==> src/ahb_axi_pkg.sv <==
// Bus widths, AHB encodings, bridge states and AXI response type shared by the bridge and its testbench
package ahb_axi_pkg;

  //////////////////////////////////////////////////////////////////////
  // Widths
  //////////////////////////////////////////////////////////////////////

  localparam int unsigned addr_w = 32;
  localparam int unsigned data_w = 64;
  localparam int unsigned strb_w = data_w / 8;

  typedef logic [addr_w-1:0] addr_t;
  typedef logic [data_w-1:0] data_t;
  typedef logic [strb_w-1:0] strb_t;

  //////////////////////////////////////////////////////////////////////
  // AHB encodings
  //////////////////////////////////////////////////////////////////////

  // Bit 1 set marks an active transfer
  typedef enum logic [1:0] {
    htrans_idle   = 2'b00,
    htrans_busy   = 2'b01,
    htrans_nonseq = 2'b10,
    htrans_seq    = 2'b11
  } htrans_t;

  // Transfer size as log2 of the byte count
  typedef enum logic [2:0] {
    hsize_byte  = 3'b000,
    hsize_half  = 3'b001,
    hsize_word  = 3'b010,
    hsize_dword = 3'b011
  } hsize_t;

  // Bridge FSM states
  typedef enum logic [1:0] {
    st_idle  = 2'b00,
    st_write = 2'b01,
    st_read  = 2'b10,
    st_pend  = 2'b11
  } bridge_state_t;

  // AXI response, nonzero is an error
  typedef logic [1:0] axi_resp_t;

endpackage

==> src/mem_map_pkg.sv <==
// Memory map of the two closely coupled regions, used by the bridge address decoder and the testbench
package mem_map_pkg;

  //////////////////////////////////////////////////////////////////////
  // Region bases
  //////////////////////////////////////////////////////////////////////

  // Data CCM
  localparam logic [31:0] dccm_base = 32'hF004_0000;

  // Instruction CCM
  localparam logic [31:0] iccm_base = 32'hEE00_0000;

  //////////////////////////////////////////////////////////////////////
  // Decode
  //////////////////////////////////////////////////////////////////////

  // Address bits from here upward select the region
  localparam int unsigned region_lsb = 16;

  // Clear to drop the ICCM decode so ICCM accesses error out
  localparam logic iccm_enable = 1'b1;

endpackage

==> src/ahb_slave_front.sv <==
// AHB-Lite slave side of the bridge; samples transfers, checks them and loads the command buffer
module ahb_slave_front
  import ahb_axi_pkg::*;
  import mem_map_pkg::*;
(
  input  logic     bus_clk,
  input  logic     rst_l,

  // AHB slave port
  input  logic     hsel,
  input  addr_t    haddr,
  input  data_t    hwdata,
  input  logic     hwrite,
  input  hsize_t   hsize,
  input  htrans_t  htrans,
  input  logic     hready_in,
  output logic     hreadyout,
  output logic     hresp,

  // Command buffer
  input  logic       cmd_full,
  input  logic       cmd_pending_write,
  output logic       cmd_load,
  output logic       cmd_flush,
  output logic       cmd_write,
  output logic [1:0] cmd_size,
  output addr_t      cmd_addr,
  output strb_t      cmd_strb,
  output data_t      cmd_wdata,

  // Read return from the AXI side
  input  logic     rd_done,
  input  logic     rd_error
);

  bridge_state_t state;
  bridge_state_t nxt_state;
  logic          state_en;

  // Registered address phase
  logic     hready;
  htrans_t  htrans_in;
  htrans_t  htrans_q;
  hsize_t   hsize_q;
  logic     hwrite_q;
  addr_t    haddr_q;
  logic     addr_en;

  // Error tracking
  logic     hresp_q;
  logic     hready_q;
  logic     read_error_in;
  logic     read_error;

  // Decode
  logic     in_dccm;
  logic     in_iccm;
  logic     illegal;
  strb_t    wstrb;

  assign hready    = hreadyout & hready_in;
  // Unselected cycles look idle
  assign htrans_in = hsel ? htrans : htrans_idle;
  // Capture only on an accepted active transfer
  assign addr_en   = hready & htrans[1];

  //////////////////////////////////////////////////////////////////////
  // Bridge FSM
  //////////////////////////////////////////////////////////////////////

  always_comb begin
    nxt_state     = st_idle;
    state_en      = 1'b0;
    cmd_load      = 1'b0;
    read_error_in = 1'b0;
    case (state)
      st_idle: begin
        // Wait for a new transfer
        nxt_state = hwrite ? st_write : st_read;
        state_en  = hready & htrans[1] & hsel;
      end
      st_write: begin
        // Write data is on the bus this cycle
        if (hresp || htrans == htrans_idle || !hsel) begin
          nxt_state = st_idle;
        end else begin
          nxt_state = hwrite ? st_write : st_read;
        end
        state_en = ~cmd_full | hresp;
        // No load on error or while the master is busy
        cmd_load = ~cmd_full & ~(hresp | (htrans == htrans_busy && hsel));
      end
      st_read: begin
        // Error ends the transfer, else wait for data
        nxt_state = hresp ? st_idle : st_pend;
        state_en  = ~cmd_full | hresp;
        cmd_load  = ~hresp & ~cmd_full;
      end
      st_pend: begin
        // Read issued and waiting on R
        nxt_state     = st_idle;
        state_en      = rd_done;
        read_error_in = rd_done & rd_error;
      end
      default: begin
        nxt_state = st_idle;
        state_en  = 1'b1;
      end
    endcase
  end

  always_ff @(posedge bus_clk or negedge rst_l) begin
    if (!rst_l) begin
      state <= st_idle;
    end else if (state_en) begin
      state <= nxt_state;
    end
  end

  //////////////////////////////////////////////////////////////////////
  // Address phase and error registers
  //////////////////////////////////////////////////////////////////////

  always_ff @(posedge bus_clk or negedge rst_l) begin
    if (!rst_l) begin
      htrans_q   <= htrans_idle;
      hresp_q    <= 1'b0;
      hready_q   <= 1'b0;
      read_error <= 1'b0;
    end else begin
      htrans_q   <= htrans_in;
      hresp_q    <= hresp;
      hready_q   <= hready;
      // High for one cycle only
      read_error <= read_error_in;
    end
  end

  always_ff @(posedge bus_clk or negedge rst_l) begin
    if (!rst_l) begin
      hsize_q  <= hsize_byte;
      hwrite_q <= 1'b0;
    end else if (addr_en) begin
      hsize_q  <= hsize;
      hwrite_q <= hwrite;
    end
  end

  // Address is payload, qualified by htrans_q
  always_ff @(posedge bus_clk) begin
    if (addr_en) begin
      haddr_q <= haddr;
    end
  end

  //////////////////////////////////////////////////////////////////////
  // Legality check
  //////////////////////////////////////////////////////////////////////

  assign in_dccm = haddr_q[addr_w-1:region_lsb] == dccm_base[addr_w-1:region_lsb];
  assign in_iccm = iccm_enable & (haddr_q[addr_w-1:region_lsb] == iccm_base[addr_w-1:region_lsb]);

  always_comb begin
    // Outside both regions
    illegal = ~(in_dccm | in_iccm);
    // ICCM any access or DCCM write must be word or wider
    if ((in_iccm || (in_dccm && hwrite_q)) && !(hsize_q == hsize_word || hsize_q == hsize_dword)) begin
      illegal = 1'b1;
    end
    // Natural alignment
    if (hsize_q == hsize_half && haddr_q[0]) begin
      illegal = 1'b1;
    end
    if (hsize_q == hsize_word && |haddr_q[1:0]) begin
      illegal = 1'b1;
    end
    if (hsize_q == hsize_dword && |haddr_q[2:0]) begin
      illegal = 1'b1;
    end
  end

  // First cycle from the decode or read error, second from hresp_q
  assign hresp = ((htrans_q != htrans_idle) & (state != st_idle) & illegal) |
                 read_error |
                 (hresp_q & ~hready_q);

  // Low then high across the two error cycles
  assign hreadyout = hresp ? (hresp_q & ~hready_q) :
                     ((~cmd_full | (state == st_idle)) &
                      ~(state == st_read || state == st_pend) & ~read_error);

  //////////////////////////////////////////////////////////////////////
  // Command fields
  //////////////////////////////////////////////////////////////////////

  // Byte lanes from size and low address
  always_comb begin
    case (hsize_q)
      hsize_byte:  wstrb = strb_t'(8'b0000_0001) << haddr_q[2:0];
      hsize_half:  wstrb = strb_t'(8'b0000_0011) << haddr_q[2:0];
      hsize_word:  wstrb = strb_t'(8'b0000_1111) << haddr_q[2:0];
      hsize_dword: wstrb = '1;
      default:     wstrb = '0;
    endcase
  end

  // Drop a buffered read when the transfer errors
  assign cmd_flush = hresp & ~cmd_pending_write;

  assign cmd_write = hwrite_q;
  assign cmd_size  = hsize_q[1:0];
  assign cmd_addr  = haddr_q;
  assign cmd_strb  = wstrb;
  // Write data arrives in the data phase
  assign cmd_wdata = hwdata;

endmodule

==> src/cmd_buffer.sv <==
// One-entry command holding register between the AHB front and the AXI master port
module cmd_buffer
  import ahb_axi_pkg::*;
(
  input  logic       bus_clk,
  input  logic       rst_l,

  // From the front
  input  logic       cmd_load,
  input  logic       cmd_flush,
  input  logic       cmd_write,
  input  logic [1:0] cmd_size,
  input  addr_t      cmd_addr,
  input  strb_t      cmd_strb,
  input  data_t      cmd_wdata,

  // From the AXI port
  input  logic       cmd_taken,

  // Status back to the front
  output logic       cmd_full,
  output logic       cmd_pending_write,

  // Stored command
  output logic       cmd_valid,
  output logic       buf_write,
  output logic [1:0] buf_size,
  output addr_t      buf_addr,
  output strb_t      buf_strb,
  output data_t      buf_wdata
);

  logic clear;

  // Take without a fresh load, or a flush
  assign clear = (cmd_taken & ~cmd_load) | cmd_flush;

  // Still occupied after this cycle
  assign cmd_full          = cmd_valid & ~cmd_taken;
  assign cmd_pending_write = cmd_valid & buf_write;

  always_ff @(posedge bus_clk or negedge rst_l) begin
    if (!rst_l) begin
      cmd_valid <= 1'b0;
      buf_write <= 1'b0;
    end else begin
      cmd_valid <= ~clear & (cmd_load | cmd_valid);
      if (cmd_load) begin
        buf_write <= cmd_write;
      end
    end
  end

  // Command payload
  always_ff @(posedge bus_clk) begin
    if (cmd_load) begin
      buf_size  <= cmd_size;
      buf_addr  <= cmd_addr;
      buf_strb  <= cmd_strb;
      buf_wdata <= cmd_wdata;
    end
  end

endmodule

==> src/axi_master_port.sv <==
// AXI master side of the bridge; issues the buffered command and returns read data to AHB
module axi_master_port
  import ahb_axi_pkg::*;
(
  input  logic       bus_clk,
  input  logic       rst_l,

  // Buffered command
  input  logic       cmd_valid,
  input  logic       buf_write,
  input  logic [1:0] buf_size,
  input  addr_t      buf_addr,
  input  strb_t      buf_strb,
  input  data_t      buf_wdata,
  output logic       cmd_taken,

  // AXI write address and data
  output logic       aw_valid,
  output addr_t      aw_addr,
  output logic [2:0] aw_size,
  input  logic       aw_ready,
  output logic       w_valid,
  output data_t      w_data,
  output strb_t      w_strb,
  output logic       b_ready,

  // AXI read address and data
  output logic       ar_valid,
  output addr_t      ar_addr,
  output logic [2:0] ar_size,
  input  logic       ar_ready,
  input  logic       r_valid,
  input  data_t      r_data,
  input  axi_resp_t  r_resp,
  output logic       r_ready,

  // Read return to the front
  output logic       rd_done,
  output logic       rd_error,
  output data_t      hrdata
);

  // AW and W go out together from one entry
  assign aw_valid = cmd_valid & buf_write;
  assign aw_addr  = buf_addr;
  assign aw_size  = {1'b0, buf_size};
  assign w_valid  = cmd_valid & buf_write;
  assign w_data   = buf_wdata;
  assign w_strb   = buf_strb;

  assign ar_valid = cmd_valid & ~buf_write;
  assign ar_addr  = buf_addr;
  assign ar_size  = {1'b0, buf_size};

  // AHB reads block, so R always has room
  assign r_ready  = 1'b1;
  // No write response goes back to AHB
  assign b_ready  = 1'b1;

  assign cmd_taken = (aw_valid & aw_ready) | (ar_valid & ar_ready);

  // R beat counts only with no write in the buffer
  assign rd_done  = r_valid & ~buf_write;
  assign rd_error = rd_done & (r_resp != 2'b00);

  always_ff @(posedge bus_clk or negedge rst_l) begin
    if (!rst_l) begin
      hrdata <= '0;
    end else if (rd_done) begin
      hrdata <= r_data;
    end
  end

endmodule

==> src/ahb_to_axi_bridge.sv <==
// Top level of the AHB-Lite to AXI bridge; instantiate this to join an AHB master to an AXI slave
module ahb_to_axi_bridge
  import ahb_axi_pkg::*;
(
  input  logic       bus_clk,
  input  logic       rst_l,

  // AHB-Lite slave
  input  logic       hsel,
  input  addr_t      haddr,
  input  data_t      hwdata,
  input  logic       hwrite,
  input  hsize_t     hsize,
  input  htrans_t    htrans,
  input  logic       hready_in,
  output data_t      hrdata,
  output logic       hreadyout,
  output logic       hresp,

  // AXI master write side
  output logic       aw_valid,
  output addr_t      aw_addr,
  output logic [2:0] aw_size,
  input  logic       aw_ready,
  output logic       w_valid,
  output data_t      w_data,
  output strb_t      w_strb,
  output logic       b_ready,

  // AXI master read side
  output logic       ar_valid,
  output addr_t      ar_addr,
  output logic [2:0] ar_size,
  input  logic       ar_ready,
  input  logic       r_valid,
  input  data_t      r_data,
  input  axi_resp_t  r_resp,
  output logic       r_ready
);

  // Front to buffer
  logic       cmd_load;
  logic       cmd_flush;
  logic       cmd_write;
  logic [1:0] cmd_size;
  addr_t      cmd_addr;
  strb_t      cmd_strb;
  data_t      cmd_wdata;
  logic       cmd_full;
  logic       cmd_pending_write;

  // Buffer to AXI port
  logic       cmd_valid;
  logic       cmd_taken;
  logic       buf_write;
  logic [1:0] buf_size;
  addr_t      buf_addr;
  strb_t      buf_strb;
  data_t      buf_wdata;

  // Read return
  logic       rd_done;
  logic       rd_error;

  ahb_slave_front u_front (
    .bus_clk           (bus_clk),
    .rst_l             (rst_l),
    .hsel              (hsel),
    .haddr             (haddr),
    .hwdata            (hwdata),
    .hwrite            (hwrite),
    .hsize             (hsize),
    .htrans            (htrans),
    .hready_in         (hready_in),
    .hreadyout         (hreadyout),
    .hresp             (hresp),
    .cmd_full          (cmd_full),
    .cmd_pending_write (cmd_pending_write),
    .cmd_load          (cmd_load),
    .cmd_flush         (cmd_flush),
    .cmd_write         (cmd_write),
    .cmd_size          (cmd_size),
    .cmd_addr          (cmd_addr),
    .cmd_strb          (cmd_strb),
    .cmd_wdata         (cmd_wdata),
    .rd_done           (rd_done),
    .rd_error          (rd_error)
  );

  cmd_buffer u_buffer (
    .bus_clk           (bus_clk),
    .rst_l             (rst_l),
    .cmd_load          (cmd_load),
    .cmd_flush         (cmd_flush),
    .cmd_write         (cmd_write),
    .cmd_size          (cmd_size),
    .cmd_addr          (cmd_addr),
    .cmd_strb          (cmd_strb),
    .cmd_wdata         (cmd_wdata),
    .cmd_taken         (cmd_taken),
    .cmd_full          (cmd_full),
    .cmd_pending_write (cmd_pending_write),
    .cmd_valid         (cmd_valid),
    .buf_write         (buf_write),
    .buf_size          (buf_size),
    .buf_addr          (buf_addr),
    .buf_strb          (buf_strb),
    .buf_wdata         (buf_wdata)
  );

  axi_master_port u_axi (
    .bus_clk   (bus_clk),
    .rst_l     (rst_l),
    .cmd_valid (cmd_valid),
    .buf_write (buf_write),
    .buf_size  (buf_size),
    .buf_addr  (buf_addr),
    .buf_strb  (buf_strb),
    .buf_wdata (buf_wdata),
    .cmd_taken (cmd_taken),
    .aw_valid  (aw_valid),
    .aw_addr   (aw_addr),
    .aw_size   (aw_size),
    .aw_ready  (aw_ready),
    .w_valid   (w_valid),
    .w_data    (w_data),
    .w_strb    (w_strb),
    .b_ready   (b_ready),
    .ar_valid  (ar_valid),
    .ar_addr   (ar_addr),
    .ar_size   (ar_size),
    .ar_ready  (ar_ready),
    .r_valid   (r_valid),
    .r_data    (r_data),
    .r_resp    (r_resp),
    .r_ready   (r_ready),
    .rd_done   (rd_done),
    .rd_error  (rd_error),
    .hrdata    (hrdata)
  );

endmodule

==> config.mk <==
export PLATFORM = sky130hd
export DESIGN_NAME = ahb_to_axi_bridge
export DESIGN_NICKNAME = d
export VERILOG_FILES = /design/src/ahb_axi_pkg.sv /design/src/mem_map_pkg.sv /design/src/ahb_slave_front.sv /design/src/cmd_buffer.sv /design/src/axi_master_port.sv /design/src/ahb_to_axi_bridge.sv
export SDC_FILE = /design/constraint.sdc
export NUM_CORES = 1
export LEC_CHECK = 0
export ABC_AREA = 1
export ABC_CLOCK_PERIOD_IN_PS = 4540
export BUFFER_PORTS_ARGS = -buffer_cell sky130_fd_sc_hd__buf_2
export CAP_MARGIN = 10
export CORE_MARGIN = 8
export CORE_UTILIZATION = 44
export DETAILED_ROUTE_END_ITERATION = 10
export MAX_ROUTING_LAYER = met4
export PLACE_DENSITY = 0.77
export RECOVER_POWER = 100
export SYNTH_ARGS = -nofsm -noshare
export SYNTH_HDL_FRONTEND = slang
export SYNTH_SLANG_ARGS = --single-unit
==> constraint.sdc <==
create_clock -name bus_clk -period 4.54 [get_ports bus_clk]
set_input_delay 0.681 -clock bus_clk [delete_from_list [all_inputs] [get_ports bus_clk]]
set_output_delay 0.681 -clock bus_clk [all_outputs]
set_load 0.01 [all_outputs]
==> flow_metrics.tcl, run 1 <==
set metrics [dict create \
    status "finished with violations" \
    violations "capacitance limit, slew limit" \
    drt-wirelength-per-cell_um 19.9 \
    power_frac_comb 0.271 \
    grt_pass1_wl_mm 31.6 \
    cts-root-buf "clkbuf_16" \
    cp_data_arrival_time_ns 3.69 \
    hold_start "haddr[27]" \
    clock_sinks 215 \
    antenna_left 0 \
    final_common_cell "clkbuf_1" \
    fp.dieH_um 150 \
    synth.distinct_cells 27 \
    drt_iter0_drc 203 \
    grt_antenna_before_repair 3 \
    leakage_nw 4.24 \
    clkLatencyLatePin_ns 0.50 \
    ctsHoldBuffers 0 \
    cts_buffers 23 \
    r2r-start "u_buffer.buf_write" \
    vias_per_cell 4.70 \
    vdd.ir_drop.worst_v 0.000411 \
    initial_core_util 0.443 \
    max_slew_margin -0.272 \
    routed_wirelength_mm 22.0 \
    finalSetupViolCount 0 \
    hpwl_mm 17.1 \
    grt_pass1_vias 5618 \
    avgSynthCellArea_um2 16.2 \
    hold_viol_final 0 \
    p_switching_mw 2.33 \
    io_buffers 383 \
    startpoint "u_buffer.buf_write" \
    dr.pass1.iters 4 \
    clk_pin_slew_ns 0.06 \
    power_frac_clock 0.269 \
    postSynthCellCount 487 \
    critPathCaptureType "flip-flop" \
    p_total_mw 7.03 \
    tns_ns 0 \
    coreArea_mm2 0.0178 \
    cts_setup_buffers 0 \
    vias 5172 \
    cts-resized-gates 0 \
    die-width_um 150 \
    gp_congestion 0.846 \
    fin_skew_ns 0.0117 \
    finalMaxSlewViolations 113 \
    grt_max_degree 107 \
    drc 0 \
    area_delta_synth_final_pct 30.3 \
    hold_path_class "in -> reg" \
    maxCapViolCount 2 \
    switching_share 0.331 \
    cp_max_fo 34 \
    cts_tree "built" \
    ioPinCount 388 \
    layout_common_cells "clkbuf_1 (216), buf_2 (168), edfxtp_1 (138)" \
    rsz0062_at_grt "false" \
    path_cells "inv_1 > nand2_1 > clkbuf_1 > mux2_2" \
    overflow 0 \
    dieArea_mm2 0.0224 \
    fin_crit_sh 0.730 \
    max_stage_delay_ns 1.33 \
    slowest_stage "clkbuf_1" \
    rows 49 \
    fmax_mhz 302 \
    clockBufferDepth 3 \
    fin_nets 1033 \
    internal_power_mw 4.71 \
    synth_warnings 0 \
    seqPwrFrac 0.460 \
    ys_seq_area_frac 0.772 \
    netlist_area_mm2 0.00787 \
    worstSetupStartpointType "flip-flop" \
    drive_gt1_frac 0.312 \
    worst_pin_slew_ns 1.91 \
    postLayoutCoreUtil 0.577 \
    fillCellCount 1543 \
    powerDensity_mw_per_mm2 686 \
    htreeDepth 1 \
    ys_ff_latch 215 \
    grt_usage 0.190 \
    critPathKind "reg -> reg" \
    fin_crit_ns 3.31 \
    required_ns 4.91 \
]
==> area by class of cell <==
type / count / area [um^2] / area share
clock buffer: 24 / 579 / 0.0565
multi-input combinational: 190 / 1310 / 0.128
inverter: 39 / 148 / 0.0144
sequential: 215 / 6070 / 0.592
timing repair buffer: 385 / 1660 / 0.162
clock inverter: 16 / 189 / 0.0184
tap: 229 / 287 / 0.0279
antenna: 3 / 7.51 / 0.000732
==> cell families after synthesis <==
family | share of synthesized area
AOI/OAI and AO/OA | 0.0153
adders and majority gates | 0.00636
buffers and inverters | 0.0596
DFF | 0.772
muxes | 0.0916
other | 0.000955
and+or+nand+nor | 0.0545
==> power by group through the flow <==
stage               Combinational (mW)  Clock [mW]  Sequential (mW)
global route                      2.09        2.03             3.31
finish                            1.90        1.90             3.23
detailed placement                2.17           0             3.23
floorplan                        0.931           0             3.52
CTS                               2.17        1.95             3.20
global placement                  2.14           0             3.20
==> stage by stage <==
step | hold slack (ns) | std cells | area, um^2 | worst slack (ns)
floorplan | 0.385 | 489 | 7880 | 0.677
global placement | 0.401 | 1058 | 9790 | 2.14
detailed placement | 0.405 | 1058 | 9790 | 2.10
CTS | 0.325 | 1098 | 10600 | 1.77
global route | 0.326 | 1101 | 10300 | 0.903
finish | 0.355 | 1101 | 10300 | 1.23
==> synth_stat cells <==
cell / n / area (um^2)
edfxtp_1: 138 / 4140
dfrtp_1: 77 / 1930
mux2_2: 64 / 721
nand2_1: 53 / 199
buf_4: 39 / 293
inv_1: 39 / 146
nor2_1: 21 / 78.8
o21ai_0: 13 / 65.1
nand3_1: 7 / 35.0
buf_2: 6 / 30.0
nand4_1: 5 / 31.3
ha_1: 4 / 50.1
o21ai_1: 3 / 15.0
a31oi_1: 2 / 12.5
conb_1: 2 / 7.51
nand2_2: 2 / 12.5
nor3_1: 2 / 10.0
a211oi_1: 1 / 7.51
a21oi_1: 1 / 5.00
a21oi_2: 1 / 8.76
nand2_4: 1 / 11.3
nand3_2: 1 / 10.0
nand3b_1: 1 / 7.51
nor2_2: 1 / 6.26
nor2_8: 1 / 20.0
nor3b_1: 1 / 7.51
o22ai_1: 1 / 6.26
==> critical path: cells and delay by family, from the launching register on <==
kind          cells  cell delay, ns
buf+inv           2            1.42
simple gates      1            0.91
mux               1            0.45
flops             1            0.39
==> path summary, 6_finish.rpt <==
kind,to,slack [ns],cells past startpoint
setup / recovery,u_axi.hrdata[63],1.23,4
hold / removal,u_front.cmd_addr[27],0.35,1
setup reg to reg,u_axi.hrdata[63],1.23,4
hold reg to reg,u_buffer.buf_addr[14],0.42,0
max in group asynchronous,u_front.hsize_q[0],2.70,1
min in group asynchronous,u_axi.hrdata[11],0.70,1
==> state kept, by name, summed over array words and instances (netlist names) <==
signal and flops:
u_axi.hrdata 64, u_buffer.buf_wdata 64, u_buffer.buf_addr 32, u_front.cmd_addr 32, u_buffer.buf_strb 8, u_front.hsize_q 3, u_buffer.buf_size 2, u_front.htrans_q 2
u_front.state 2, u_buffer.buf_write 1, u_buffer.cmd_valid 1, u_front.cmd_write 1, u_front.hready_q 1, u_front.hresp_q 1, u_front.read_error 1
==> layer usage <==
layer / up-vias / track usage / part of all wire
met5: - / - / 0
met4: 0 / 0.0610 / 0.024
met3: 34 / 0.0641 / 0.11
met1: 2451 / 0.203 / 0.36
li1: 2398 / - / -
met2: 289 / 0.327 / 0.51
Note: power is estimated with default switching activity, not from simulation.
==> run 2, diff against run 1 <==
Settings changed: ABC_CLOCK_PERIOD_IN_PS 4540 to 3150.
Clock period 4.54 ns to 3.15 ns, I/O delays scaled along.
==> flow_metrics.tcl, run 2 (synthesis results as in run 1) <==
set metrics [dict create \
    status "finished with violations" \
    violations "capacitance limit, slew limit" \
    worst_pin_slew_ns 1.58 \
    htreeDepth 1 \
    worst-path-buf-inv 4 \
    leakage_nw 4.23 \
    fin_nets 1037 \
    worstSetupStartpointType "flip-flop" \
    clock_sinks 215 \
    hold_path_class "in -> reg" \
    grt_antenna_before_repair 4 \
    hold_slack_ns 0.157 \
    fmax_mhz 369 \
    cp_data_arrival_time_ns 2.88 \
    hold_viol_final 0 \
    final_common_cell "clkbuf_1" \
    dr.pass1.iters 4 \
    gp_congestion 0.820 \
    clkLatencyLatePin_ns 0.49 \
    drt-wirelength-per-cell_um 20.0 \
    vdd.ir_drop.worst_v 0.000532 \
    ioPinCount 388 \
    clockBufferDepth 3 \
    hpwl_mm 17.4 \
    required_ns 3.32 \
    rsz0062_at_grt "false" \
    powerDensity_mw_per_mm2 981 \
    antenna_left 0 \
    hold_depth 1 \
    fin_crit_ns 2.71 \
    fp.dieH_um 150 \
    cp_max_fo 23 \
    postLayoutCoreUtil 0.578 \
    cts-resized-gates 0 \
    fin_crit_sh 0.861 \
    dieArea_mm2 0.0224 \
    max_slew_margin -0.0529 \
    grt_max_degree 65 \
    cts_setup_buffers 0 \
    critPathKind "reg -> reg" \
    tns_ns 0 \
    overflow 0 \
    grt_pass1_vias 5571 \
    slowest_stage "edfxtp_1" \
    grt_usage 0.189 \
    path_delay_family "buffers and inverters" \
    initial_core_util 0.443 \
    vias_per_cell 4.70 \
    critPathCaptureType "flip-flop" \
    p_total_mw 10.1 \
    fin_skew_ns 0.0100 \
    path_common_cell "nand2_1" \
    cts_buffers 22 \
    path_cells "inv_1 > nand2_1 > nand2_1 > nand3_1 > nor2_1 > nand3_2 > a21oi_1 > nand2_1 > inv_1 > nand2_2 > clkinvlp_4 > buf_4" \
    ctsHoldBuffers 0 \
    drt_iter0_drc 229 \
    layout_common_cells "clkbuf_1 (227), buf_2 (163), edfxtp_1 (138)" \
    drc 0 \
    io_buffers 383 \
    grt_pass1_wl_mm 31.4 \
    area_delta_synth_final_pct 30.6 \
    maxCapViolCount 1 \
    drive_gt1_frac 0.308 \
    routed_wirelength_mm 22.1 \
    coreArea_mm2 0.0178 \
    reg2reg_depth 12 \
    cts-root-buf "clkbuf_16" \
    clk_pin_slew_ns 0.07 \
    max_stage_delay_ns 0.46 \
    path_depth 12 \
    finalMaxSlewViolations 65 \
    vias 5195 \
    top_regs "u_axi.hrdata x64, u_buffer.buf_wdata x64" \
    die-width_um 150 \
    cts_tree "built" \
    finalSetupViolCount 0 \
    rows 49 \
    fillCellCount 1525 \
]
## run 2: worst paths after layout
kind | to | from | slack, ns
min | u_buffer.buf_wdata[10] | hwdata[10] | 0.16
max in group asynchronous | u_front.hsize_q[0] | rst_l | 1.60
min in group asynchronous | u_axi.hrdata[51] | rst_l | 0.30
max reg2reg | u_buffer.buf_strb[1] | u_front.cmd_addr[1] | 0.44
max | u_buffer.buf_strb[1] | u_front.cmd_addr[1] | 0.44
min reg2reg | u_buffer.buf_addr[15] | u_front.cmd_addr[15] | 0.42
## run 2: power breakdown
part	leakage, nW	total [mW]	switching [mW]	internal (mW)
sequential	2.19	4.62	0.429	4.19
combinational	1.69	2.87	1.90	0.975
clock	0.352	2.59	1.01	1.58
total	4.23	10.1	3.33	6.75
## run 2: through the flow
stage | area, um^2 | std cells | setup WS (ns)
finish | 10300 | 1106 | 0.439
global route | 10300 | 1106 | 0.159
CTS | 10600 | 1102 | 0.492
detailed placement | 9850 | 1063 | 0.510
global placement | 9850 | 1063 | 0.620
floorplan | 7880 | 489 | 0.0459
## run 2: layer usage
metal  vias to the layer above  track usage  wire length [um]
li1                       2407            -                 -
met1                      2477        0.202              7860
met2                       280        0.329             11200
met3                        31       0.0674              2550
met4                         0       0.0460               521
met5                         -            -                 0
## run 2: layout make-up
type / instances / area (um^2) / area share
Sequential cell: 215 / 6070 / 0.591
Timing Repair Buffer: 390 / 1710 / 0.166
Multi-Input combinational cell: 190 / 1320 / 0.129
Clock buffer: 29 / 598 / 0.0582
Tap cell: 229 / 287 / 0.0279
Inverter: 39 / 150 / 0.0146
Clock inverter: 10 / 126 / 0.0123
Antenna cell: 4 / 10.0 / 0.000974
